==> src/scan_pkg.sv <==
package scan_pkg;

	typedef logic [3:0]  color_t;     // one colour component
	typedef logic [11:0] pixel_t;     // {red, green, blue}
	typedef logic [7:0]  line_addr_t; // pixel index in a game line
	typedef logic [9:0]  scan_cnt_t;  // segment timer

	typedef enum logic [2:0] {
		SYNC,
		FRONT,
		BORDER_L,
		ACTIVE,
		BORDER_R,
		BACK
	} scan_state_t;

	// default horizontal timing in clk_vga cycles
	localparam int DEF_H_SYNC      = 96;
	localparam int DEF_H_FRONT     = 16;
	localparam int DEF_H_BORDER    = 64;
	localparam int DEF_H_BACK      = 48;
	localparam int DEF_LINE_PIXELS = 256; // game pixels per line, max 256

endpackage

==> src/scan_timer.sv <==
module scan_timer (
	input  logic                clk_vga,
	input  logic                rst,
	input  logic                load,
	input  scan_pkg::scan_cnt_t load_val,
	output logic                done
);
	import scan_pkg::*;

	scan_cnt_t cnt;

	// a load of N gives N+1 cycles including the done cycle
	always_ff @(posedge clk_vga) begin
		if (rst) begin
			cnt <= load_val; // fsm offers the SYNC length while in reset
		end else if (load) begin
			cnt <= load_val;
		end else if (cnt != '0) begin
			cnt <= cnt - 1'b1; // parks at zero
		end
	end

	assign done = (cnt == '0);

endmodule

==> config.mk <==
export PLATFORM = sky130hd
export DESIGN_NAME = scan_timer
export DESIGN_NICKNAME = d
export VERILOG_FILES = /design/src/scan_pkg.sv /design/src/scan_timer.sv
export SDC_FILE = /design/constraint.sdc
export NUM_CORES = 1
export LEC_CHECK = 0
export BUFFER_PORTS_ARGS = -buffer_cell sky130_fd_sc_hd__buf_2
export CORE_MARGIN = 3
export CORE_UTILIZATION = 45
export DETAILED_ROUTE_END_ITERATION = 10
export GPL_TIMING_DRIVEN = 0
export PLACE_DENSITY_LB_ADDON = 0.15
export SLEW_MARGIN = 20
export SYNTH_ARGS = -nofsm -noshare
export SYNTH_HDL_FRONTEND = slang
export SYNTH_SLANG_ARGS = --single-unit
==> constraint.sdc <==
create_clock -name clk_vga -period 2.1 [get_ports clk_vga]
set_input_delay 0.105 -clock clk_vga [delete_from_list [all_inputs] [get_ports clk_vga]]
set_output_delay 0.105 -clock clk_vga [all_outputs]
set_load 0.05 [all_outputs]
==> impl_metrics.yaml <==
outcome:
  outcome: "finished, final reports clean"
synth:
  synthMostInstantiatedCell: "edfxtp_1"
  synth-simple-area-share: 0.271
  syn_area_sq_um: 601
  synth-compound-area-share: 0.148
  async_flop_share: 0
  yosys.area.top_type: "edfxtp_1"
  synthDistinctLibCells: 22
  synthFlopType: "edfxtp_1"
  yosysSeqAreaShare: 0.500
  synth_edf_count: 10
  yosysWarnings: 0
  ys_top_cells_by_area: "edfxtp_1, nand2_1, a31oi_1"
  muxShareOfSynthArea: 0
  ys_seq_elements: 10
  synth_top_area_share: 0.500
  synth_top_family_by_area: "simple AND/OR/NAND/NOR gates"
  synthTopCellsByCount: "edfxtp_1, nand2_1, nor2_1, o21ai_0, a31oi_1"
  syn_nets: 74
  syn_area_per_cell_sq_um: 10.0
  synth_xor_area_frac: 0.0292
  netlist_instances: 60
  synth_fa_ha_area_frac: 0.0208
drt:
  route.detailed.drc: 0
  drtIter0Drc: 10
  met1_length_um: 609
  wl_per_cell_um: 13.2
  num_vias: 528
  via_per_inst: 5.56
  top_layer_used: "met4"
  drtPass1Iterations: 4
  wl_met2_um: 556
  routed_wirelength_um: 1260
  dr_wl_met3_um: 72
  antenna_violating_nets_post_route: 0
worst_setup_path:
  crit_arrival_ns: 2.11
  setup.worst_path.class: "reg -> reg"
  start_kind: "register"
  crit_fanout: 6
  setup.worst_path.end_class: "register"
  cp.required_ns: 2.21
sta:
  slew_headroom: 0.668
  tightest_slew_ns: 0.498
  setup_ws_ns: 0.106
  setup_viol: 0
  timing.final.max_slew_violations: 0
  post-route-period-util: 0.949
  rsz0062_at_grt: "false"
  period_needed_ns: 1.99
  skew_ns: 0.00620
  fmax_mhz: 502
  hold_violations: 0
worst_hold_path:
  hold_class: "in -> reg"
floorplanning:
  die_y_um: 42.5
  start_util: 0.513
  core_area_sq_um: 1170
  io_pins: 14
  die_area_sq_um: 1810
  rows: 12
  dieWidth_um: 42.5
clock_network:
  numCtsBuffers: 3
  h-tree-depth: 1
  cts_buffer_depth: 2
  clock_latency_ns: 0.27
  clk_pin_slew_ns: 0.07
  cts_hold_buf: 0
  cts_tree: "done"
  clockRootBuffer: "clkbuf_4"
  cts_sinks: 10
power_and_ir_drop:
  ir_drop_mv: 0.459
  power_per_cell_area_nw_per_um2: 625
  power.leakage_nw: 0.313
placed_design:
  portBuffers: 13
  dp_hpwl_um: 883
  dpl_cell_area_sq_um: 704
  preCtsSetupSlack_ns: 0.115
  globalplace.congestion: 0.726
finish:
  nFillCells: 91
  final_area_sq_um: 767
  diodes: 0
  reg_top3: "cnt x10"
  area_growth_pct: 27.7
  regMostFlops: "cnt"
  largest_register_ffs: 10
  drive_above_1_share: 0.358
  final_nets: 96
flow_run:
  cap_violations: 0
global_routing:
  grt_pass1_vias: 416
  antenna_found_initial: 0
  overflow: 0
  grt_start_max_net_pins: 11
  grt_pass1_wl_um: 1950
  track_usage: 0.147
worst max-delay path: stages, from the launching register on:
cell      delay, ns
edfxtp_1       0.42
inv_1          0.08
ha_2           0.20
or4b_4         0.52
or3_2          0.43
a31oi_1        0.19
final cells by class:
class	instances	area [sq um]	share of cell area
Clock buffer	3	22.5	0.0294
Inverter	3	11.3	0.0147
Tap cell	14	17.5	0.0228
Sequential cell	10	300	0.392
Timing Repair Buffer	17	101	0.132
Clock inverter	1	3.75	0.00489
Buffer	2	7.51	0.00979
Multi-Input combinational cell	45	303	0.395
path summary, 6_finish.rpt:
path	endpoint	slack (ns)	depth (start not counted)	from
hold / removal	cnt[3]$_DFFE_PP_	0.11	3	load_val[3]
setup reg to reg	cnt[6]$_DFFE_PP_	0.11	5	cnt[0]$_DFFE_PP_
setup / recovery	cnt[6]$_DFFE_PP_	0.11	5	cnt[0]$_DFFE_PP_
hold reg to reg	cnt[8]$_DFFE_PP_	0.70	2	cnt[8]$_DFFE_PP_
logic make-up (layout without fill, tap and decap cells):
group	after synthesis	after routing
AO/OA/AOI/OAI	14	14
AND/OR/NAND/NOR	28	28
flip-flops	10	10
XOR/XNOR	2	2
adder cells (fa/ha/maj)	1	1
buffers and inverters	5	26
layout by cell type, fill, tap and decap left out, drive strengths merged:
cell type  netlist  layout
a31oi            4       4
buf              0      17
clkbuf           2       5
clkinv           0       1
edfxtp          10      10
ha               1       1
inv              3       3
nand2            7       7
nand3            2       2
nor2             6       6
nor3             2       2
o211ai           2       2
o21ai            5       5
o31ai            2       2
o41ai            1       1
or2              1       1
or3              3       3
or4              5       5
or4b             2       2
xnor2            2       2
layer usage:
metal	vias to the layer above	GRT usage
met5	-	0
met4	0	0.0559
met3	2	0.0515
met2	15	0.213
met1	231	0.199
li1	280	-
through the flow:
stage	hold slack [ns]	cells	setup TNS (ns)	total power, mW	util
2_1_floorplan	0.290	60	-0.205	0.308	-
3_3_place_gp	0.377	87	0	0.331	0.601
3_5_place_dp	0.386	87	0	0.336	0.601
4_1_cts	0.105	91	0	0.476	0.626
5_1_grt	0.115	95	0	0.508	0.655
6_report	0.109	95	0	0.480	0.655
what timing repair did:
action | CTS | global route
endpoints found under the setup margin | 1 | 2
endpoints found under the hold margin | 0 | 0
buffers inserted | 0 | 4
pin swaps | 0 | 1
gates resized for setup | 1 | 1
power breakdown:
| part | internal [mW] | leakage (nW) | switching, mW |
|---|---|---|---|
| clock | 0.0688 | 0.0154 | 0.0704 |
| sequential | 0.241 | 0.106 | 0.0222 |
| combinational | 0.0407 | 0.192 | 0.0360 |
| total | 0.351 | 0.313 | 0.129 |
Note: power is estimated with default switching activity, not from simulation.
