$ cat config.mk
export PLATFORM = sky130hd
export DESIGN_NAME = line_sync
export DESIGN_NICKNAME = d
export VERILOG_FILES = /design/src/line_sync.sv
export SDC_FILE = /design/constraint.sdc
export NUM_CORES = 1
export LEC_CHECK = 0
export ABC_CLOCK_PERIOD_IN_PS = 1150
export BUFFER_PORTS_ARGS = -buffer_cell sky130_fd_sc_hd__buf_4
export CAP_MARGIN = 10
export CORE_AREA = 5 5 42 44
export CTS_BUF_LIST = sky130_fd_sc_hd__clkbuf_16
export CTS_CLUSTER_DIAMETER = 80
export DETAILED_ROUTE_END_ITERATION = 16
export DIE_AREA = 0 0 47 49
export SYNTH_ARGS = -nofsm -noshare
export SYNTH_HDL_FRONTEND = slang
export SYNTH_SLANG_ARGS = --single-unit
export TNS_END_PERCENT = 20
$ cat constraint.sdc
create_clock -name clk_vga -period 1.15 [get_ports clk_vga]
set_input_delay 0.1725 -clock clk_vga [delete_from_list [all_inputs] [get_ports clk_vga]]
set_output_delay 0.1725 -clock clk_vga [all_outputs]
set_load 0.02 [all_outputs]
$ cat src/line_sync.sv
module line_sync (
	input  logic clk_vga,
	input  logic rst,
	input  logic line_req,
	input  logic wr_bank,
	input  logic vblank_n,
	output logic line_ack,
	output logic line_start,
	output logic vblank_start,
	output logic rd_bank
);

	logic req_meta;
	logic req_sync;
	logic bank_meta;
	logic bank_sync;
	logic vbl_meta;
	logic vbl_sync;
	logic vbl_last;
	logic req_rise;

	// line_ack holds last cycle's req_sync
	assign req_rise = req_sync && !line_ack;

	always_ff @(posedge clk_vga) begin
		if (rst) begin
			req_meta  <= 1'b0;
			req_sync  <= 1'b0;
			bank_meta <= 1'b0;
			bank_sync <= 1'b0;
			vbl_meta  <= 1'b1;
			vbl_sync  <= 1'b1;
			vbl_last  <= 1'b1;
		end else begin
			req_meta  <= line_req;
			req_sync  <= req_meta;
			bank_meta <= wr_bank;
			bank_sync <= bank_meta;
			vbl_meta  <= vblank_n;
			vbl_sync  <= vbl_meta;
			vbl_last  <= vbl_sync;
		end
	end

	always_ff @(posedge clk_vga) begin
		if (rst) begin
			line_ack     <= 1'b0;
			line_start   <= 1'b0;
			vblank_start <= 1'b0;
			rd_bank      <= 1'b1; // writer starts on bank 0
		end else begin
			line_ack     <= req_sync; // ack follows req both ways
			line_start   <= req_rise;
			vblank_start <= vbl_last && !vbl_sync;
			if (req_rise) rd_bank <= ~bank_sync; // held for the line pair
		end
	end

endmodule

==> results.md <==
- Max incr delay on CP: 0.33 ns
- Final setup margin: 0.268 ns
- Hold Buf Count CTS: 0
- Final setup violation count: 0
- DIE WIDTH: 47 um
- Placed instance area: 407 um2
- Syn Area/Cell: about 13 um2
- Post-Syn Nets: 32
- Critical path buffer and inverter count: 1
- Max cap viols: 0
- Via/cell ratio: 3.65
- Post-synthesis instance total: 27
- Cell taking the most area after synthesis: dfxtp_1
- Synth cell types: 12
- CP Data Required Time: slightly below 1 ns
- Post-Synth XOR/XNOR Area: 0%
- Total track usage: 5.37%
- Die Area: 0.00230 mm2
- Top-area cell type share of the netlist area: 65.2%
- Leakage: between 0.2 and 0.25 nW
- R2R setup slack: 0.42 ns
- DRC viols: 0
- DR pass1 iterations: 1
- Total core area: approximately 0.0014 mm2
- Clock skew: about 0.00033 ns
- Design Area, Final: 487 um2
- HP Class: primary input to flop
- Gr ovfl total: 0
- Slew headroom: 93.2%
- Clock sinks: 11
- Critical path peak fanout: 3
- Area growth, synth to finish: 44.1%
- FF-to-FF Start: line_ack
- Top FF cell, synth: dfxtp_1
- CTS Buf Count: 3
- Synth Area in Compound Gates: approximately 1.5%
- Slowest CP cell: dfxtp_1
- CP Class: flop to primary output
- Fin crit period: 0.882 ns
- Status: completed
- Die Y: 49 um
- Top delay family on crit path: flip-flops
- Area occupied by multi-input gates: slightly above 100 um2
- Final hold violation count: 0
- CTS resizes: 0
- Clk pin slew, worst setup/hold paths: 0.04 ns
- Number of synthesized register bits: 11
- CTS tree: yes
- Hpwl dp: 341 um
- Initial antenna violation count: 0
- IO Port Bufs: 8
- Post-synth ARST share: 0%
- WP depth: 1
- Vias: 197
- Iter 0 DRT Violations: 0
- FF+latch area: 220 um2
- YS warnings: 0
- Detailed Route WL: 474 um
- Pwr/cell area: 2180 mW/mm2
- Setup crit start: line_ack
- Worst Tran Pin Value: 0.102 ns
- Slew Viols, Final: 0
- Post-synth top cells: dfxtp_1, and2b_2, nor2_1
- Most frequent cell after synthesis: dfxtp_1
- Root Driver: clkbuf_16
- Period utilization: 76.7%
- Post-synthesis sequential area ratio: 65.2%
- Wire per inst: about 9 um
- CP startpoint kind: flop
- RSZ-0062 raised after global routing: false
- Boundary pin count: 9
- Cell Area, Synth: 338 um2
- Fin nets: 44
- Antenna cell count: 0
- Worst R2R End: rd_bank
- Post-Place Setup Slack: about 0.38 ns
- Mux cell area share after synthesis: 0%
- Cell chain of the critical path: buf_4
- Gpl congestion: 0.559
- Largest family of logic cells by synthesized area: simple AND/OR/NAND/NOR gates
- PnR Total Power: 1.06 mW
- CTS H-tree lvls: 1
- Synth area leaders: dfxtp_1, and2b_2, and4bb_2, buf_6, or2_4
- Worst endpoint data arrival time: 0.71 ns
- Worst-Skew Late Latency: 0.23 ns
- Largest net degree at the start of global routing: 12
- Worst setup EP type: primary output
- Layout cell share with drive strength beyond 1: 55.3%
- Number of global-route vias before repair: roughly 180
- Clk buf depth: 2
- CP Capture Point: line_ack
- Synth Area in Simple Gates: 28.9%
- VDD IR max: 1.61 mV
- Adder-cell share of the synthesized area: 0%
- Setup TNS: 0 ns
- F_max: 1.13 GHz
- # fillers: 145
- Initial Utilization: 24.1%
- Number of enable flip-flop cells after synthesis: 0
- Standard-cell rows: 14
- First-pass GRT wire length: 772 um
- R2r worst-path depth: 2
- Antenna viol nets, final: 0
- Setup bufs post-CTS: 0
area by class of cell:
class	instances	area share, %
inverter	1	0.771
multi-input combinational	14	21.1
timing repair buffer	8	12.3
clock buffer	3	15.4
tap	16	4.11
clock inverter	1	1.03
sequential	11	45.2
cell usage in the layout (no fill, tap or decap):
cell / Yosys / routed
dfxtp_1: 11 / 11
buf_4: 0 / 8
clkinv_2: 0 / 1
or2_2: 1 / 1
and2b_2: 5 / 5
or2_1: 1 / 1
inv_1: 1 / 1
nand2b_1: 1 / 1
and4bb_2: 1 / 1
clkbuf_16: 0 / 3
nor2_1: 2 / 2
nor2_2: 1 / 1
a21oi_1: 1 / 1
or2_4: 1 / 1
power by group:
part	switching, mW	total (mW)	internal, mW
sequential	0.00349	0.400	0.397
clock	0.163	0.622	0.459
combinational	0.0144	0.0381	0.0237
how the worst min path moves through the flow:
stage / startpoint / to / slack (ns) / cells past startpoint
3_5_place_dp: vblank_n / vbl_meta / 0.35 / 2
6_report: vblank_n / vbl_meta / 0.12 / 2
5_1_grt: vblank_n / vbl_meta / 0.11 / 2
4_1_cts: vblank_n / vbl_meta / 0.11 / 2
2_1_floorplan: vblank_n / vbl_meta / 0.27 / 1
3_3_place_gp: vblank_n / vbl_meta / 0.35 / 2
metrics by stage:
stage	utilization, %	instances	hold slack, ns
global route	34.7	54	0.110
finish	34.7	54	0.115
detailed placement	29.0	50	0.355
floorplan	-	27	0.270
global placement	29.0	50	0.353
CTS	34.7	54	0.111
state kept, by name, indices dropped and copies added, names as in the netlist:
signal	flops
req_sync	1
vbl_sync	1
line_ack	1
vblank_start	1
req_meta	1
bank_sync	1
line_start	1
rd_bank	1
vbl_last	1
vbl_meta	1
bank_meta	1
per-layer routing:
| metal | routed length, um | vias up | track usage [%] |
|---|---|---|---|
| met5 | 0 | - | 0 |
| met2 | 171 | 11 | 4.75 |
| met1 | 202 | 81 | 6.24 |
| met3 | 100 | 0 | 7.75 |
| met4 | 0 | 0 | 2.76 |
| li1 | - | 105 | - |
cell families after synthesis:
| logic type | count (synthesis) |
|---|---|
| AOI/OAI and AO/OA | 1 |
| and+or+nand+nor | 13 |
| buffers and inverters | 2 |
| DFF | 11 |
Note: power is estimated with default switching activity, not from simulation.
