==> config.mk <==
export PLATFORM = sky130hd
export DESIGN_NAME = scan_fsm
export DESIGN_NICKNAME = d
export VERILOG_FILES = /design/src/scan_pkg.sv /design/src/scan_fsm.sv
export SDC_FILE = /design/constraint.sdc
export NUM_CORES = 1
export LEC_CHECK = 0
export ABC_AREA = 1
export BUFFER_PORTS_ARGS = -buffer_cell sky130_fd_sc_hd__buf_2
export CORE_ASPECT_RATIO = 0.8
export CORE_UTILIZATION = 50
export DETAILED_ROUTE_END_ITERATION = 8
export GPL_TIMING_DRIVEN = 1
export PLACE_DENSITY = 0.9
export SYNTH_ARGS = -nofsm -noshare
export SYNTH_HDL_FRONTEND = slang
export SYNTH_SLANG_ARGS = --single-unit
==> constraint.sdc <==
create_clock -name clk_vga -period 1.6 [get_ports clk_vga]
set_input_delay 0.08 -clock clk_vga [delete_from_list [all_inputs] [get_ports clk_vga]]
set_output_delay 0.08 -clock clk_vga [all_outputs]
set_load 0.01 [all_outputs]
==> src/scan_pkg.sv <==
package scan_pkg;

	typedef logic [3:0]  color_t;     // one colour component
	typedef logic [11:0] pixel_t;     // {red, green, blue}
	typedef logic [7:0]  line_addr_t; // pixel index in a game line
	typedef logic [9:0]  scan_cnt_t;  // segment timer

	typedef enum logic [2:0] {
		SYNC,
		FRONT,
		BORDER_L,
		ACTIVE,
		BORDER_R,
		BACK
	} scan_state_t;

	// default horizontal timing in clk_vga cycles
	localparam int DEF_H_SYNC      = 96;
	localparam int DEF_H_FRONT     = 16;
	localparam int DEF_H_BORDER    = 64;
	localparam int DEF_H_BACK      = 48;
	localparam int DEF_LINE_PIXELS = 256; // game pixels per line, max 256

endpackage

==> src/scan_fsm.sv <==
module scan_fsm #(
	parameter int H_SYNC      = scan_pkg::DEF_H_SYNC,
	parameter int H_FRONT     = scan_pkg::DEF_H_FRONT,
	parameter int H_BORDER    = scan_pkg::DEF_H_BORDER,
	parameter int H_BACK      = scan_pkg::DEF_H_BACK,
	parameter int LINE_PIXELS = scan_pkg::DEF_LINE_PIXELS
) (
	input  logic                 clk_vga,
	input  logic                 rst,
	input  logic                 line_start,
	input  logic                 vblank_start,
	input  logic                 rd_bank,
	input  scan_pkg::pixel_t     rd_data,
	input  logic                 timer_done,
	output logic                 timer_load,
	output scan_pkg::scan_cnt_t  timer_val,
	output logic                 rd_bank_q,
	output scan_pkg::line_addr_t rd_addr,
	output scan_pkg::color_t     vga_red,
	output scan_pkg::color_t     vga_green,
	output scan_pkg::color_t     vga_blue,
	output logic                 vga_hsync,
	output logic                 vga_vsync
);
	import scan_pkg::*;

	scan_state_t state;
	scan_state_t state_nxt;
	logic        wait_line; // this SYNC ends on line_start
	logic        half;
	logic        vs_req;
	logic        vs_cnt;
	logic        line_end;
	pixel_t      pix_q;

	function automatic scan_cnt_t seg_len(input scan_state_t s);
		case (s)
			SYNC:     seg_len = scan_cnt_t'(H_SYNC - 1);
			FRONT:    seg_len = scan_cnt_t'(H_FRONT - 1);
			BORDER_L: seg_len = scan_cnt_t'(H_BORDER - 1);
			ACTIVE:   seg_len = scan_cnt_t'(2 * LINE_PIXELS - 1);
			BORDER_R: seg_len = scan_cnt_t'(H_BORDER - 1);
			default:  seg_len = scan_cnt_t'(H_BACK - 1);
		endcase
	endfunction

	always_comb begin
		state_nxt = state;
		case (state)
			SYNC:     if (wait_line ? line_start : timer_done) state_nxt = FRONT;
			FRONT:    if (timer_done) state_nxt = BORDER_L;
			BORDER_L: if (timer_done) state_nxt = ACTIVE;
			ACTIVE:   if (timer_done) state_nxt = BORDER_R;
			BORDER_R: if (timer_done) state_nxt = BACK;
			BACK:     if (timer_done) state_nxt = SYNC;
			default:  state_nxt = SYNC;
		endcase
	end

	assign timer_load = (state_nxt != state);
	assign timer_val  = seg_len(state_nxt);
	assign line_end   = (state == BACK) && timer_done;

	assign vga_red   = pix_q[11:8];
	assign vga_green = pix_q[7:4];
	assign vga_blue  = pix_q[3:0];

	always_ff @(posedge clk_vga) begin
		if (rst) begin
			state     <= SYNC;
			wait_line <= 1'b0;
			half      <= 1'b0;
			rd_addr   <= '0;
			rd_bank_q <= 1'b0;
			pix_q     <= '0;
			vga_hsync <= 1'b1;
			vga_vsync <= 1'b1;
			vs_req    <= 1'b0;
			vs_cnt    <= 1'b0;
		end else begin
			state     <= state_nxt;
			vga_hsync <= (state_nxt != SYNC);
			if (state == SYNC && state_nxt == FRONT) begin
				wait_line <= ~wait_line; // timed and locked lines alternate
				rd_bank_q <= rd_bank;
			end
			// rd_addr runs one cycle ahead of the buffer output
			if (state == ACTIVE) begin
				half  <= ~half;
				pix_q <= rd_data;
				if (!half) rd_addr <= rd_addr + 1'b1;
			end else begin
				half    <= 1'b0;
				rd_addr <= '0;
				pix_q   <= '0;
			end
			if (vblank_start) vs_req <= 1'b1;
			if (line_end) begin
				if (!vga_vsync) begin
					vs_cnt <= ~vs_cnt;
					if (vs_cnt) vga_vsync <= 1'b1; // two lines done
				end else if (vs_req) begin
					vga_vsync <= 1'b0;
					vs_req    <= 1'b0;
				end
			end
		end
	end

endmodule

==> flow_summary.json <==
{
  "drive_gt1_share_pct": 36.7,
  "fin_area_mm2": 0.00175,
  "status": "finished clean",
  "syn_area_mm2": 0.00128,
  "grt_setup_unrepaired": "no",
  "holdWs_ns": 0.0782,
  "stdcell_count": 263,
  "finalCriticalPeriod_ns": 1.52,
  "placed_cells": 242,
  "grt_max_degree": 19,
  "initial_core_util_pct": 56.2,
  "fin_crit_sh_pct": 95.0,
  "cts_root_buf": "clkbuf_4",
  "end_kind": "output pin",
  "fillers": 176,
  "drc": 0,
  "synth_warnings": 0,
  "netlist_instances": 166,
  "row_count": 15,
  "start_kind": "register",
  "crit_end": "timer_val[6]",
  "preCtsSetupSlack_ns": 0.334,
  "die_area_mm2": 0.00276,
  "drv_cap": 0,
  "finalPower_mw": 1.77,
  "startpoint": "state[2]",
  "ys_ff_latch": 30,
  "p_leak_nw": 0.924,
  "ys_types": 25,
  "via_count": 1204,
  "r2r_cells": 6,
  "timing.rr.start": "state[1]",
  "fin_ws_ns": 0.0804,
  "fin_setup_tns_ns": 0,
  "fmax_mhz": 658,
  "io_buffer_count": 46,
  "area_growth_pct": 37.2,
  "dieWidth_um": 58.5,
  "n_antenna_cell": 0,
  "avgSynthCellArea_um2": 7.69,
  "crit_type": "register to output pin",
  "final_cell_mix": "46 x buf_2, 29 x inv_1, 28 x nand2_1, 27 x dfxtp_1, 18 x nor2_1",
  "cp.arrival_ns": 1.44,
  "utilization_pct": 77.1,
  "fin_skew_ns": 0.00805,
  "coreArea_mm2": 0.00227,
  "antenna_found_initial": 0,
  "cts_max_level": 2,
  "routabilityCongestion": 0.779,
  "reg2reg_slack_ns": 0.34,
  "via_per_inst": 4.58,
  "clk_path_buf_depth": 2,
  "place_area_mm2": 0.00150,
  "setup_viol_count_final": 0,
  "wl_per_cell_um": 10.7,
  "drt_pass1_iterations": 4,
  "worst_skew_pair.late_latency_ns": 0.33,
  "routed_wl_um": 2820,
  "ir_worst_vdd_uv": 470,
  "grt_usage_pct": 21.1,
  "drv_slew": 0,
  "cts_tree": "yes",
  "ys_seq_area_share_pct": 47.1,
  "cp_max_fo": 5,
  "io_pins": 52,
  "postRouteAntennaNets": 0,
  "finalHoldViolCount": 0,
  "dpl.hpwl_um": 1860,
  "grt-ovfl-total": 0,
  "cts_buffers": 5,
  "drtIter0Drc": 34,
  "die-height_um": 47.2,
  "cts.clk_slew.worst_paths_ns": 0.09,
  "grt_pass1_vias": 989,
  "power_density_mw_per_mm2": 1010,
  "cts.sinks": 30,
  "critPathRequiredTime_ns": 1.52,
  "final_common_cell": "buf_2",
  "min_path_type": "input pin to register",
  "grt_pass1_wl_um": 3970,
  "nets": 248,
  "worstReg2RegEnd": "rd_addr[3]"
}
## how the worst min path moves through the flow
stage	from	to	slack [ns]	depth (start not counted)
floorplan	rst	state[0]	0.15	1
global placement	rd_data[5]	pix_q[5]	0.30	3
detailed placement	rd_data[11]	pix_q[11]	0.30	3
CTS	rd_bank	rd_bank_q	0.08	5
global route	rd_bank	rd_bank_q	0.12	5
finish	rd_bank	rd_bank_q	0.08	5
## layout make-up
| class | instances | area, um2 | share of cell area (%) |
|---|---|---|---|
| tap | 34 | 42.5 | 2.43 |
| multi-input combinational | 99 | 520 | 29.7 |
| clock inverter | 1 | 30.0 | 1.72 |
| timing repair buffer | 60 | 368 | 21.0 |
| inverter | 33 | 129 | 7.36 |
| clock buffer | 6 | 51.3 | 2.93 |
| sequential | 30 | 609 | 34.8 |
## power breakdown
group | switching [mW] | internal [mW]
Clock | 0.247 | 0.363
Sequential | 0.0380 | 0.782
Combinational | 0.192 | 0.144
## cells in the mapped netlist
cell | count | share of area [%]
o21bai_1 | 1 | 0.59
nand4_1 | 1 | 0.49
nand2_1 | 29 | 8.5
o21ai_0 | 2 | 0.78
o21ai_1 | 2 | 0.78
ha_1 | 1 | 0.98
inv_2 | 3 | 0.88
nor2_4 | 2 | 1.8
nor3b_1 | 1 | 0.59
a21oi_1 | 6 | 2.4
o211ai_1 | 1 | 0.59
o21ai_2 | 3 | 2.1
nor3_2 | 1 | 0.78
conb_1 | 2 | 0.59
nand2_2 | 3 | 1.5
nand3_1 | 9 | 3.5
nor3_1 | 3 | 1.2
nor2_1 | 19 | 5.6
buf_4 | 6 | 3.5
dfxtp_1 | 30 | 47
nand3_4 | 1 | 1.4
inv_1 | 29 | 8.5
clkinv_4 | 1 | 0.69
buf_6 | 1 | 0.88
nor2_2 | 9 | 4.4
## timing repair
action	4_1_cts	5_1_grt
hold buffers	13	0
endpoints found under the setup margin	0	4
gates resized for setup	0	10
hold endpoints to repair	15	0
setup buffers	0	1
## registers in the layout, summed over array words and instances (netlist names)
signal and flops:
vs_req 1, vga_vsync 1, state 3, vs_cnt 1
pix_q 12, wait_line 1, rd_bank_q 1, half 1
rd_addr 8, vga_hsync 1
## kinds of logic after synthesis
logic type      Yosys count  synth area share, %
buf+inv                  40                 14.5
other cells               2                0.588
simple gates             78                 29.7
compound gates           15                 7.16
flops                    30                 47.1
fa+ha+maj                 1                0.980
## worst max-delay path: stages, from the launching register on
cell and delay, ns:
dfxtp_4 0.40, inv_2 0.05, o21ai_0 0.15, o21ai_1 0.13
nand2_2 0.11, inv_2 0.04, nand2_1 0.05, nand2_1 0.04
buf_2 0.13
## routing by layer
| layer | share of wire (%) | vias to the layer above | track usage, % |
|---|---|---|---|
| met5 | 0 | - | 0 |
| met4 | 1.9 | 0 | 11.4 |
| met3 | 7.0 | 7 | 9.09 |
| met2 | 49 | 40 | 37.9 |
| met1 | 42 | 536 | 21.5 |
| li1 | - | 621 | - |
Note: power is estimated with default switching activity, not from simulation.
