**config.mk**
```make
export PLATFORM = sky130hd
export DESIGN_NAME = line_writer
export DESIGN_NICKNAME = d
export VERILOG_FILES = /design/src/scan_pkg.sv /design/src/line_writer.sv
export SDC_FILE = /design/constraint.sdc
export NUM_CORES = 1
export LEC_CHECK = 0
export BUFFER_PORTS_ARGS = -buffer_cell sky130_fd_sc_hd__clkbuf_2
export CAP_MARGIN = 20
export CORE_UTILIZATION = 43
export CTS_BUF_LIST = sky130_fd_sc_hd__clkbuf_16
export DETAILED_ROUTE_END_ITERATION = 6
export GPL_TIMING_DRIVEN = 1
export PLACE_DENSITY = 0.8
export SYNTH_ARGS = -nofsm -noshare
export SYNTH_HDL_FRONTEND = slang
export SYNTH_SLANG_ARGS = --single-unit
```
**constraint.sdc**
```tcl
create_clock -name clk_pix -period 1.65 [get_ports clk_pix]
set_input_delay 0.2475 -clock clk_pix [delete_from_list [all_inputs] [get_ports clk_pix]]
set_output_delay 0.2475 -clock clk_pix [all_outputs]
set_load 0.1 [all_outputs]
```
**src/scan_pkg.sv**
```systemverilog
package scan_pkg;

	typedef logic [3:0]  color_t;     // one colour component
	typedef logic [11:0] pixel_t;     // {red, green, blue}
	typedef logic [7:0]  line_addr_t; // pixel index in a game line
	typedef logic [9:0]  scan_cnt_t;  // segment timer

	typedef enum logic [2:0] {
		SYNC,
		FRONT,
		BORDER_L,
		ACTIVE,
		BORDER_R,
		BACK
	} scan_state_t;

	// default horizontal timing in clk_vga cycles
	localparam int DEF_H_SYNC      = 96;
	localparam int DEF_H_FRONT     = 16;
	localparam int DEF_H_BORDER    = 64;
	localparam int DEF_H_BACK      = 48;
	localparam int DEF_LINE_PIXELS = 256; // game pixels per line, max 256

endpackage

```
**src/line_writer.sv**
```systemverilog
module line_writer #(
	parameter int LINE_PIXELS = scan_pkg::DEF_LINE_PIXELS
) (
	input  logic                 clk_pix,
	input  logic                 rst,
	input  scan_pkg::color_t     red,
	input  scan_pkg::color_t     green,
	input  scan_pkg::color_t     blue,
	input  logic                 hblank_n,
	input  logic                 line_ack,
	output logic                 wr_en,
	output logic                 wr_bank,
	output scan_pkg::line_addr_t wr_addr,
	output scan_pkg::pixel_t     wr_data,
	output logic                 line_req
);
	import scan_pkg::*;

	localparam line_addr_t LAST_ADDR = line_addr_t'(LINE_PIXELS - 1);

	logic ack_meta;
	logic ack_sync;
	logic req_pend;
	logic hblank_fall;

	// wr_en is hblank_n one clock late
	assign hblank_fall = wr_en && !hblank_n;

	always_ff @(posedge clk_pix) begin
		wr_data <= {red, green, blue};
	end

	always_ff @(posedge clk_pix) begin
		if (rst) begin
			wr_en   <= 1'b0;
			wr_bank <= 1'b0;
			wr_addr <= '0;
		end else begin
			wr_en <= hblank_n;
			if (hblank_fall) begin
				wr_addr <= '0;
				wr_bank <= ~wr_bank; // last pixel still lands in the old bank
			end else if (wr_en) begin
				wr_addr <= (wr_addr == LAST_ADDR) ? '0 : wr_addr + 1'b1;
			end
		end
	end

	// four-phase request towards clk_vga
	always_ff @(posedge clk_pix) begin
		if (rst) begin
			ack_meta <= 1'b0;
			ack_sync <= 1'b0;
			line_req <= 1'b0;
			req_pend <= 1'b0;
		end else begin
			ack_meta <= line_ack;
			ack_sync <= ack_meta;
			if (line_req) begin
				if (ack_sync) line_req <= 1'b0;
			end else if (req_pend && !ack_sync) begin
				line_req <= 1'b1; // previous ack gone
				req_pend <= 1'b0;
			end
			if (hblank_fall) req_pend <= 1'b1;
		end
	end

endmodule

```
==> results of run 1 <==
## routing by layer
metal	wire length, microns	vias to the layer above	GRT usage, %	part of all wire (%)
met2	622	31	22.6	47
met3	107	4	5.60	8.0
met1	577	272	16.0	43
li1	-	325	-	-
met4	25	0	12.1	1.9
met5	0	-	0	0
## synthesized netlist by cell type, drive strengths merged
cell	count	area share, %
o211ai	1	0.94
nand4	3	3.1
dfxtp	26	65
nand4b	1	1.1
a21oi	3	2.3
nand2	4	1.9
nor2	7	3.3
mux2i	1	1.3
o21ai	4	2.5
nor2b	3	2.3
and4	1	1.1
xnor2	2	2.2
ha	1	1.6
nor3	2	1.3
and3	1	0.78
a31oi	1	0.78
or3	2	1.6
xor2	3	3.3
nand2b	1	0.78
a311oi	1	1.1
inv	2	0.94
buf	1	0.94
## how the worst min path moves through the flow
stage                  start          to  slack [ns]  cells after the start
floorplan            blue[0]  wr_data[0]        0.28                      0
global placement     blue[0]  wr_data[0]        0.35                      1
detailed placement    red[0]  wr_data[8]        0.35                      1
CTS                  blue[0]  wr_data[0]        0.09                      1
global route         blue[0]  wr_data[0]        0.08                      1
finish              green[1]  wr_data[5]        0.09                      1
## power groups by stage
stage | Clock (mW) | Combinational, mW | Sequential [mW]
global placement | 0 | 0.220 | 0.678
global route | 0.550 | 0.229 | 0.668
floorplan | 0 | 0.0219 | 0.836
finish | 0.517 | 0.220 | 0.665
CTS | 0.529 | 0.222 | 0.666
detailed placement | 0 | 0.222 | 0.679
## flip-flops by register name (all words and copies together) (netlist names)
| signal | count |
|---|---|
| wr_data | 12 |
| wr_addr | 8 |
| ack_meta | 1 |
| ack_sync | 1 |
| line_req | 1 |
| req_pend | 1 |
| wr_bank | 1 |
| wr_en | 1 |
## cell type report
| cell class | count | area, sq um | share of cell area (%) |
|---|---|---|---|
| Tap cell | 25 | 31.3 | 2.82 |
| Multi-Input combinational cell | 42 | 265 | 23.9 |
| Sequential cell | 26 | 536 | 48.3 |
| Clock inverter | 1 | 3.75 | 0.339 |
| Clock buffer | 3 | 75.1 | 6.77 |
| Timing Repair Buffer | 38 | 190 | 17.2 |
| Inverter | 2 | 7.51 | 0.677 |
## logic make-up (layout without fill, tap and decap cells)
logic type | after synthesis | after routing | share of synthesized area, %
flops | 26 | 26 | 65.0
xor+xnor | 5 | 5 | 5.47
mux | 1 | 1 | 1.25
buf+inv | 3 | 44 | 1.88
compound gates | 10 | 10 | 7.66
simple gates | 25 | 25 | 17.2
fa+ha+maj | 1 | 1 | 1.56
## through the flow
step	setup slack, ns	std cells	cell area (sq um)	utilization [%]
final	0.247	137	1110	64.2
after global routing	0.208	137	1110	64.2
after CTS	0.241	137	1110	64.2
after detailed placement	0.324	133	1030	59.6
after global placement	0.372	133	1030	59.6
after floorplan	0.0613	71	816	-
==> results.json, run 1 <==
{
  "status": "completed",
  "synth_cell_types": 24,
  "vias_per_cell": 4.61,
  "crit_slowest_cell": "clkbuf_2",
  "crit_fanout": 8,
  "clock_sinks": 26,
  "hold_violations": 0,
  "fillers": 146,
  "h-tree-depth": 1,
  "reg2reg_slack_ns": 0.32,
  "clock_path_buffers": 2,
  "yosys_warnings": 0,
  "arrival_ns": 1.16,
  "crit_start": "wr_en",
  "ctsHoldBuffers": 0,
  "drv_slew": 0,
  "routed-via-count": 632,
  "setup_tns_ns": 0,
  "intPower_mw": 1.01,
  "drt-total-wl_microns": 1330,
  "final_cell_mix": "clkbuf_2 (38), dfxtp_1 (18), nor2_1 (7), dfxtp_2 (6)",
  "path_cells": "clkbuf_2",
  "reg2reg_depth": 4,
  "crit_required_ns": 1.40,
  "setup_viol": 0,
  "crit_type": "flop to output port",
  "area_growth_pct": 38.4,
  "swShare_pct": 27.9,
  "ys_ff_latch": 26,
  "maxCapViolCount": 0,
  "initial_utilization_pct": 46.4,
  "crit_buf_inv": 1,
  "final_common_cell": "clkbuf_2",
  "cts_resized": 0,
  "r2r-end": "wr_addr[6]",
  "worst-path-stages": 1,
  "worstSetupEndpointType": "output port",
  "relSlewSlack_pct": 63.6,
  "wl_per_cell_microns": 9.72,
  "syn_inst": 71,
  "grt_pass1_wl_microns": 2080,
  "fmax_mhz": 713,
  "cts_tree": "yes",
  "grtUsageTotal_pct": 14.7,
  "top_level_ports": 39,
  "irDropWorstVdd_mv": 0.944,
  "clk_latency_ns": 0.25,
  "cpPeakStageDelay_ns": 0.49,
  "routabilityCongestion": 0.791,
  "crit_family": "buffers and inverters",
  "ys_seq_area_share_pct": 65.0,
  "nets": 130,
  "grt_remaining_overflow": 0,
  "finalPower_mw": 1.40,
  "route.detailed.drc": 0,
  "endpoint": "wr_en",
  "drt-pass1-iter-count": 3,
  "grt_pass1_vias": 521,
  "diodes": 0,
  "coreArea_sq_um": 1730,
  "hold_path_class": "input pin to flop",
  "ant_nets": 0,
  "skew_ns": 0.000668,
  "clkPwrFrac_pct": 36.9,
  "syn_nets": 88,
  "syn_area_per_cell_sq_um": 11.3,
  "grt_start_max_net_pins": 15,
  "fin_crit_sh_pct": 85.0,
  "period_minus_slack_ns": 1.40,
  "seqPwrFrac_pct": 47.4,
  "reg2reg_from": "wr_addr[0]",
  "cts_root_buffer": "clkbuf_16",
  "worst_pin_slew_ns": 0.548,
  "startpoint_type": "flop",
  "drt_iter0_drc": 2,
  "p_leak_nw": 0.510,
  "drive_gt1_share_pct": 45.5,
  "port_buffers": 38,
  "p_sw_mw": 0.391,
  "p_per_area_nw_per_um2": 1270,
  "timing.hold.ws_ns": 0.0887,
  "die_area_sq_um": 2040,
  "antenna_found_initial": 0,
  "die_width_microns": 45.2,
  "rsz0062_at_grt": "no",
  "comb_power_share_pct": 15.7,
  "fp-row-count": 15,
  "die_h_microns": 45.2,
  "clk_pin_slew_ns": 0.06,
  "synth_area_sq_um": 801,
  "hpwl_microns": 1060,
  "cts_buffers": 3,
  "postCtsSetupRepairBufs": 0
}
Power figures use the tool's default switching activity.
==> run 2, diff against run 1 <==
- CORE_ASPECT_RATIO: not set -> 1.4
==> run 2 against run 1 <==
Register-to-register slack is essentially flat. Clock skew rose by 0.0029 ns. Non-clock buffer count did not move. First-iteration DRC count rose by 100%. Die area increased by 0.11%. Highest routed layer unchanged.
==> results.json, run 2 (synthesis results as in run 1) <==
{
  "die_h_microns": 53.1,
  "port_buffers": 38,
  "relSlewSlack_pct": 63.6,
  "die_width_microns": 38.5,
  "maxCapViolCount": 0,
  "cts_resized": 0,
  "fin_crit_sh_pct": 85.7,
  "grt_start_max_net_pins": 16,
  "h-tree-depth": 1,
  "drt_iter0_drc": 4,
  "largestRegisters": "wr_data x12, wr_addr x8",
  "clk_pin_slew_ns": 0.06,
  "routed-via-count": 657,
  "reg2reg_slack_ns": 0.31,
  "crit_start": "wr_en",
  "endpoint": "wr_en",
  "diodes": 0,
  "hold_violations": 0,
  "grt_pass1_vias": 593,
  "routabilityCongestion": 0.742,
  "setup_viol": 0,
  "regMostFlops": "wr_data",
  "placed_area_sq_um": 1020,
  "ctsHoldBuffers": 0,
  "nets": 130,
  "top_level_ports": 39,
  "placedCellCount": 128,
  "clock_sinks": 26,
  "skew_ns": 0.00358,
  "worst-path-stages": 1,
  "cpPeakStageDelay_ns": 0.49,
  "arrival_ns": 1.17,
  "wl_per_cell_microns": 11.0,
  "crit_fanout": 8,
  "reg2reg_from": "wr_addr[0]",
  "worstSetupEndpointType": "output port",
  "crit_required_ns": 1.40,
  "crit_buf_inv": 1,
  "timing.hold.ws_ns": 0.0831,
  "drv_slew": 0,
  "clock_path_buffers": 2,
  "cts_tree": "yes",
  "drive_gt1_share_pct": 46.4,
  "die_area_sq_um": 2040,
  "cts_buffers": 3,
  "coreArea_sq_um": 1760,
  "ant_nets": 0,
  "grt_pass1_wl_microns": 2300,
  "area_growth_pct": 40.9,
  "final_common_cell": "clkbuf_2",
  "reg2reg_depth": 4,
  "drt-total-wl_microns": 1450,
  "antenna_found_initial": 0,
  "fin_cells": 132,
  "hold_path_class": "input pin to flop",
  "p_leak_nw": 0.522,
  "path_cells": "clkbuf_2",
  "cts_root_buffer": "clkbuf_16",
  "fin_area_sq_um": 1130,
  "crit_slowest_cell": "clkbuf_2",
  "grt_remaining_overflow": 0,
  "clk_latency_ns": 0.26,
  "hpwl_microns": 1100,
  "irDropWorstVdd_mv": 0.950,
  "setup_tns_ns": 0,
  "postCtsSetupRepairBufs": 0,
  "largest_reg_flops": 12,
  "startpoint_type": "flop",
  "period_minus_slack_ns": 1.41,
  "fp-row-count": 18,
  "drt-pass1-iter-count": 4,
  "crit_type": "flop to output port",
  "crit_family": "buffers and inverters",
  "initial_utilization_pct": 45.6,
  "r2r-end": "wr_addr[6]",
  "p_per_area_nw_per_um2": 1390,
  "fmax_mhz": 707,
  "route.detailed.drc": 0,
  "rsz0062_at_grt": "no",
  "status": "completed",
  "final_cell_mix": "clkbuf_2 (38), dfxtp_1 (18), nor2_1 (7), dfxtp_2 (6)",
  "finalPower_mw": 1.57,
  "worst_pin_slew_ns": 0.548,
  "grtUsageTotal_pct": 17.2,
  "vias_per_cell": 4.98
}
run 2: changes by cell type in the layout (fill, tap and decap cells not counted), sizes merged:
| cell | previous run | this run |
|---|---|---|
| bufinv | 0 | 1 |
| clkinv | 1 | 0 |
run 2: final cells by class:
class                      count  area (sq um)
tap                           20          25.0
timing repair buffer          38           190
inverter                       2          7.51
multi-input combinational     42           265
clock buffer                   3          75.1
clock inverter                 1          30.0
fill                         152           628
sequential                    26           536
run 2: metrics by stage:
stage / setup WS, ns / util, %
final: 0.235 / 64.2
after global routing: 0.188 / 64.2
after CTS: 0.233 / 64.2
after detailed placement: 0.324 / 58.3
after global placement: 0.376 / 58.3
after floorplan: 0.0613 / -
run 2: metal layers:
layer  GRT usage (%)  routed length, microns  part of all wire, %
met5               0                       0                    0
met4            13.8                      55                  3.8
met3            7.56                     116                  8.0
met2            27.4                     724                   50
met1            16.4                     552                   38
run 2: power by group:
group / internal [mW] / switching, mW
Clock: 0.482 / 0.205
Sequential: 0.652 / 0.0137
Combinational: 0.0362 / 0.185
Total: 1.17 / 0.403
run 2: worst min path at each step:
stage | end | slack (ns) | start | cells after the start
6_report | wr_data[4] | 0.08 | green[0] | 1
5_1_grt | wr_data[5] | 0.07 | green[1] | 1
4_1_cts | wr_data[5] | 0.08 | green[1] | 1
3_5_place_dp | wr_data[3] | 0.35 | blue[3] | 1
3_3_place_gp | wr_data[4] | 0.35 | green[0] | 1
2_1_floorplan | wr_data[0] | 0.28 | blue[0] | 0
==> run 3, diff against run 2 <==
- CORE_UTILIZATION: 43 -> 35
- PLACE_DENSITY: 0.8 -> 0.69
- REMOVE_ABC_BUFFERS: not set -> 1
==> run 3 against run 2 <==
Global-route usage is 3.0 points lower. Design area is 1.1% lower. Sequential power hardly changed. Worst hold slack better by 0.0051 ns. Count of clock-buffer cells in the layout stayed put. Clock skew is 0.0022 ns lower. Critical path type unchanged. Largest power group unchanged.
==> results.json, run 3 (synthesis results as in run 1) <==
{
  "timing.hold.ws_ns": 0.0881,
  "rsz0062_at_grt": "no",
  "drv_slew": 0,
  "grt_start_max_net_pins": 16,
  "fin_crit_sh_pct": 93.8,
  "worst_pin_slew_ns": 0.549,
  "min_path_cells": 1,
  "drive_gt1_share_pct": 39.3,
  "postCtsSetupRepairBufs": 0,
  "p_leak_nw": 0.518,
  "ant_nets": 0,
  "h-tree-depth": 1,
  "largest_reg_flops": 12,
  "reg2reg_from": "wr_addr[0]",
  "largestRegisters": "wr_data x12, wr_addr x8",
  "cpPeakStageDelay_ns": 0.52,
  "p_per_area_nw_per_um2": 1410,
  "area_growth_pct": 39.4,
  "drt-pass1-iter-count": 4,
  "reg2reg_depth": 4,
  "nets": 130,
  "clk_latency_ns": 0.26,
  "route.detailed.drc": 0,
  "cts_buffers": 3,
  "clock_sinks": 26,
  "regMostFlops": "wr_data",
  "drt_iter0_drc": 14,
  "final_cell_mix": "clkbuf_2 (38), dfxtp_1 (26), nor2_1 (7), nand2_1 (4), o21ai_0 (4)",
  "startpoint_type": "flop",
  "cts_resized": 0,
  "grtUsageTotal_pct": 14.1,
  "fin_cells": 134,
  "hold_path_end": "wr_data[5]",
  "hold_violations": 0,
  "crit_fanout": 8,
  "top_level_ports": 39,
  "die_h_microns": 58.6,
  "vias_per_cell": 5.01,
  "hpwl_microns": 1120,
  "r2r-end": "wr_addr[6]",
  "routed-via-count": 672,
  "fp-row-count": 20,
  "cts_tree": "yes",
  "routabilityCongestion": 0.785,
  "irDropWorstVdd_mv": 0.844,
  "die_width_microns": 42.4,
  "final_common_cell": "clkbuf_2",
  "crit_required_ns": 1.40,
  "clk_pin_slew_ns": 0.06,
  "intPower_mw": 1.17,
  "fmax_mhz": 646,
  "port_buffers": 38,
  "grt_pass1_wl_microns": 2590,
  "fin_util_pct": 51.3,
  "crit_family": "flip-flops",
  "crit_slowest_cell": "dfxtp_1",
  "ctsHoldBuffers": 0,
  "finalPower_mw": 1.58,
  "placedCellCount": 130,
  "reg2reg_slack_ns": 0.22,
  "coreArea_sq_um": 2180,
  "period_minus_slack_ns": 1.55,
  "comb_power_share_pct": 14.0,
  "initial_utilization_pct": 36.8,
  "wl_per_cell_microns": 11.1,
  "diodes": 0,
  "clkPwrFrac_pct": 43.6,
  "setup_viol": 0,
  "drt-total-wl_microns": 1480,
  "clock_path_buffers": 2,
  "arrival_ns": 1.30,
  "swShare_pct": 25.7,
  "crit_buf_inv": 1,
  "skew_ns": 0.00140,
  "hold_path_class": "input pin to flop",
  "path_cells": "clkbuf_2",
  "cts_root_buffer": "clkbuf_16",
  "maxCapViolCount": 0,
  "crit_type": "flop to output port",
  "antenna_found_initial": 0,
  "grt_pass1_vias": 650,
  "status": "completed",
  "grt_remaining_overflow": 0,
  "relSlewSlack_pct": 63.6,
  "p_sw_mw": 0.405,
  "seqPwrFrac_pct": 42.3,
  "worstSetupEndpointType": "output port",
  "die_area_sq_um": 2490,
  "setup_tns_ns": 0,
  "hp-start": "green[1]"
}
[run 3: cell counts in the layout (fill, tap and decap cells not counted)]
No cell type changed its count.
[run 3: power by group through the flow]
stage          registers, mW  logic, mW  clock network [mW]
6_report               0.667      0.221               0.688
5_1_grt                0.670      0.229               0.733
4_1_cts                0.667      0.223               0.701
3_5_place_dp           0.681      0.222                   0
3_3_place_gp           0.679      0.220                   0
2_1_floorplan          0.839     0.0184                   0
[run 3: cell type report]
class / count / area [sq um]
Sequential cell: 26 / 520
Inverter: 2 / 7.51
Multi-Input combinational cell: 42 / 265
Timing Repair Buffer: 38 / 190
Fill cell: 200 / 1060
Clock inverter: 1 / 30.0
Tap cell: 22 / 27.5
Clock buffer: 3 / 75.1
[run 3: worst max-delay path by stage]
stage,endpoint,start,slack [ns],cells past startpoint
6_report,wr_en,wr_en,0.10,1
5_1_grt,wr_en,wr_en,0.05,1
4_1_cts,wr_en,wr_en,0.07,1
3_5_place_dp,wr_addr[6],wr_addr[0],0.25,4
3_3_place_gp,wr_addr[6],wr_addr[0],0.31,4
2_1_floorplan,wr_addr[6],wr_addr[0],-0.46,4
[run 3: metal layers]
layer | vias up | share of wire [%] | GRT usage [%]
met4 | 0 | 4.0 | 10.7
li1 | 328 | - | -
met2 | 39 | 49 | 25.3
met5 | - | 0 | 0
met3 | 7 | 8.4 | 3.37
met1 | 298 | 39 | 13.8
[run 3: metrics by stage]
step / setup WS [ns] / cell area [sq um]
final: 0.102 / 1120
after global routing: 0.0502 / 1120
after CTS: 0.0741 / 1120
after detailed placement: 0.254 / 1010
after global placement: 0.314 / 1010
after floorplan: -0.458 / 793
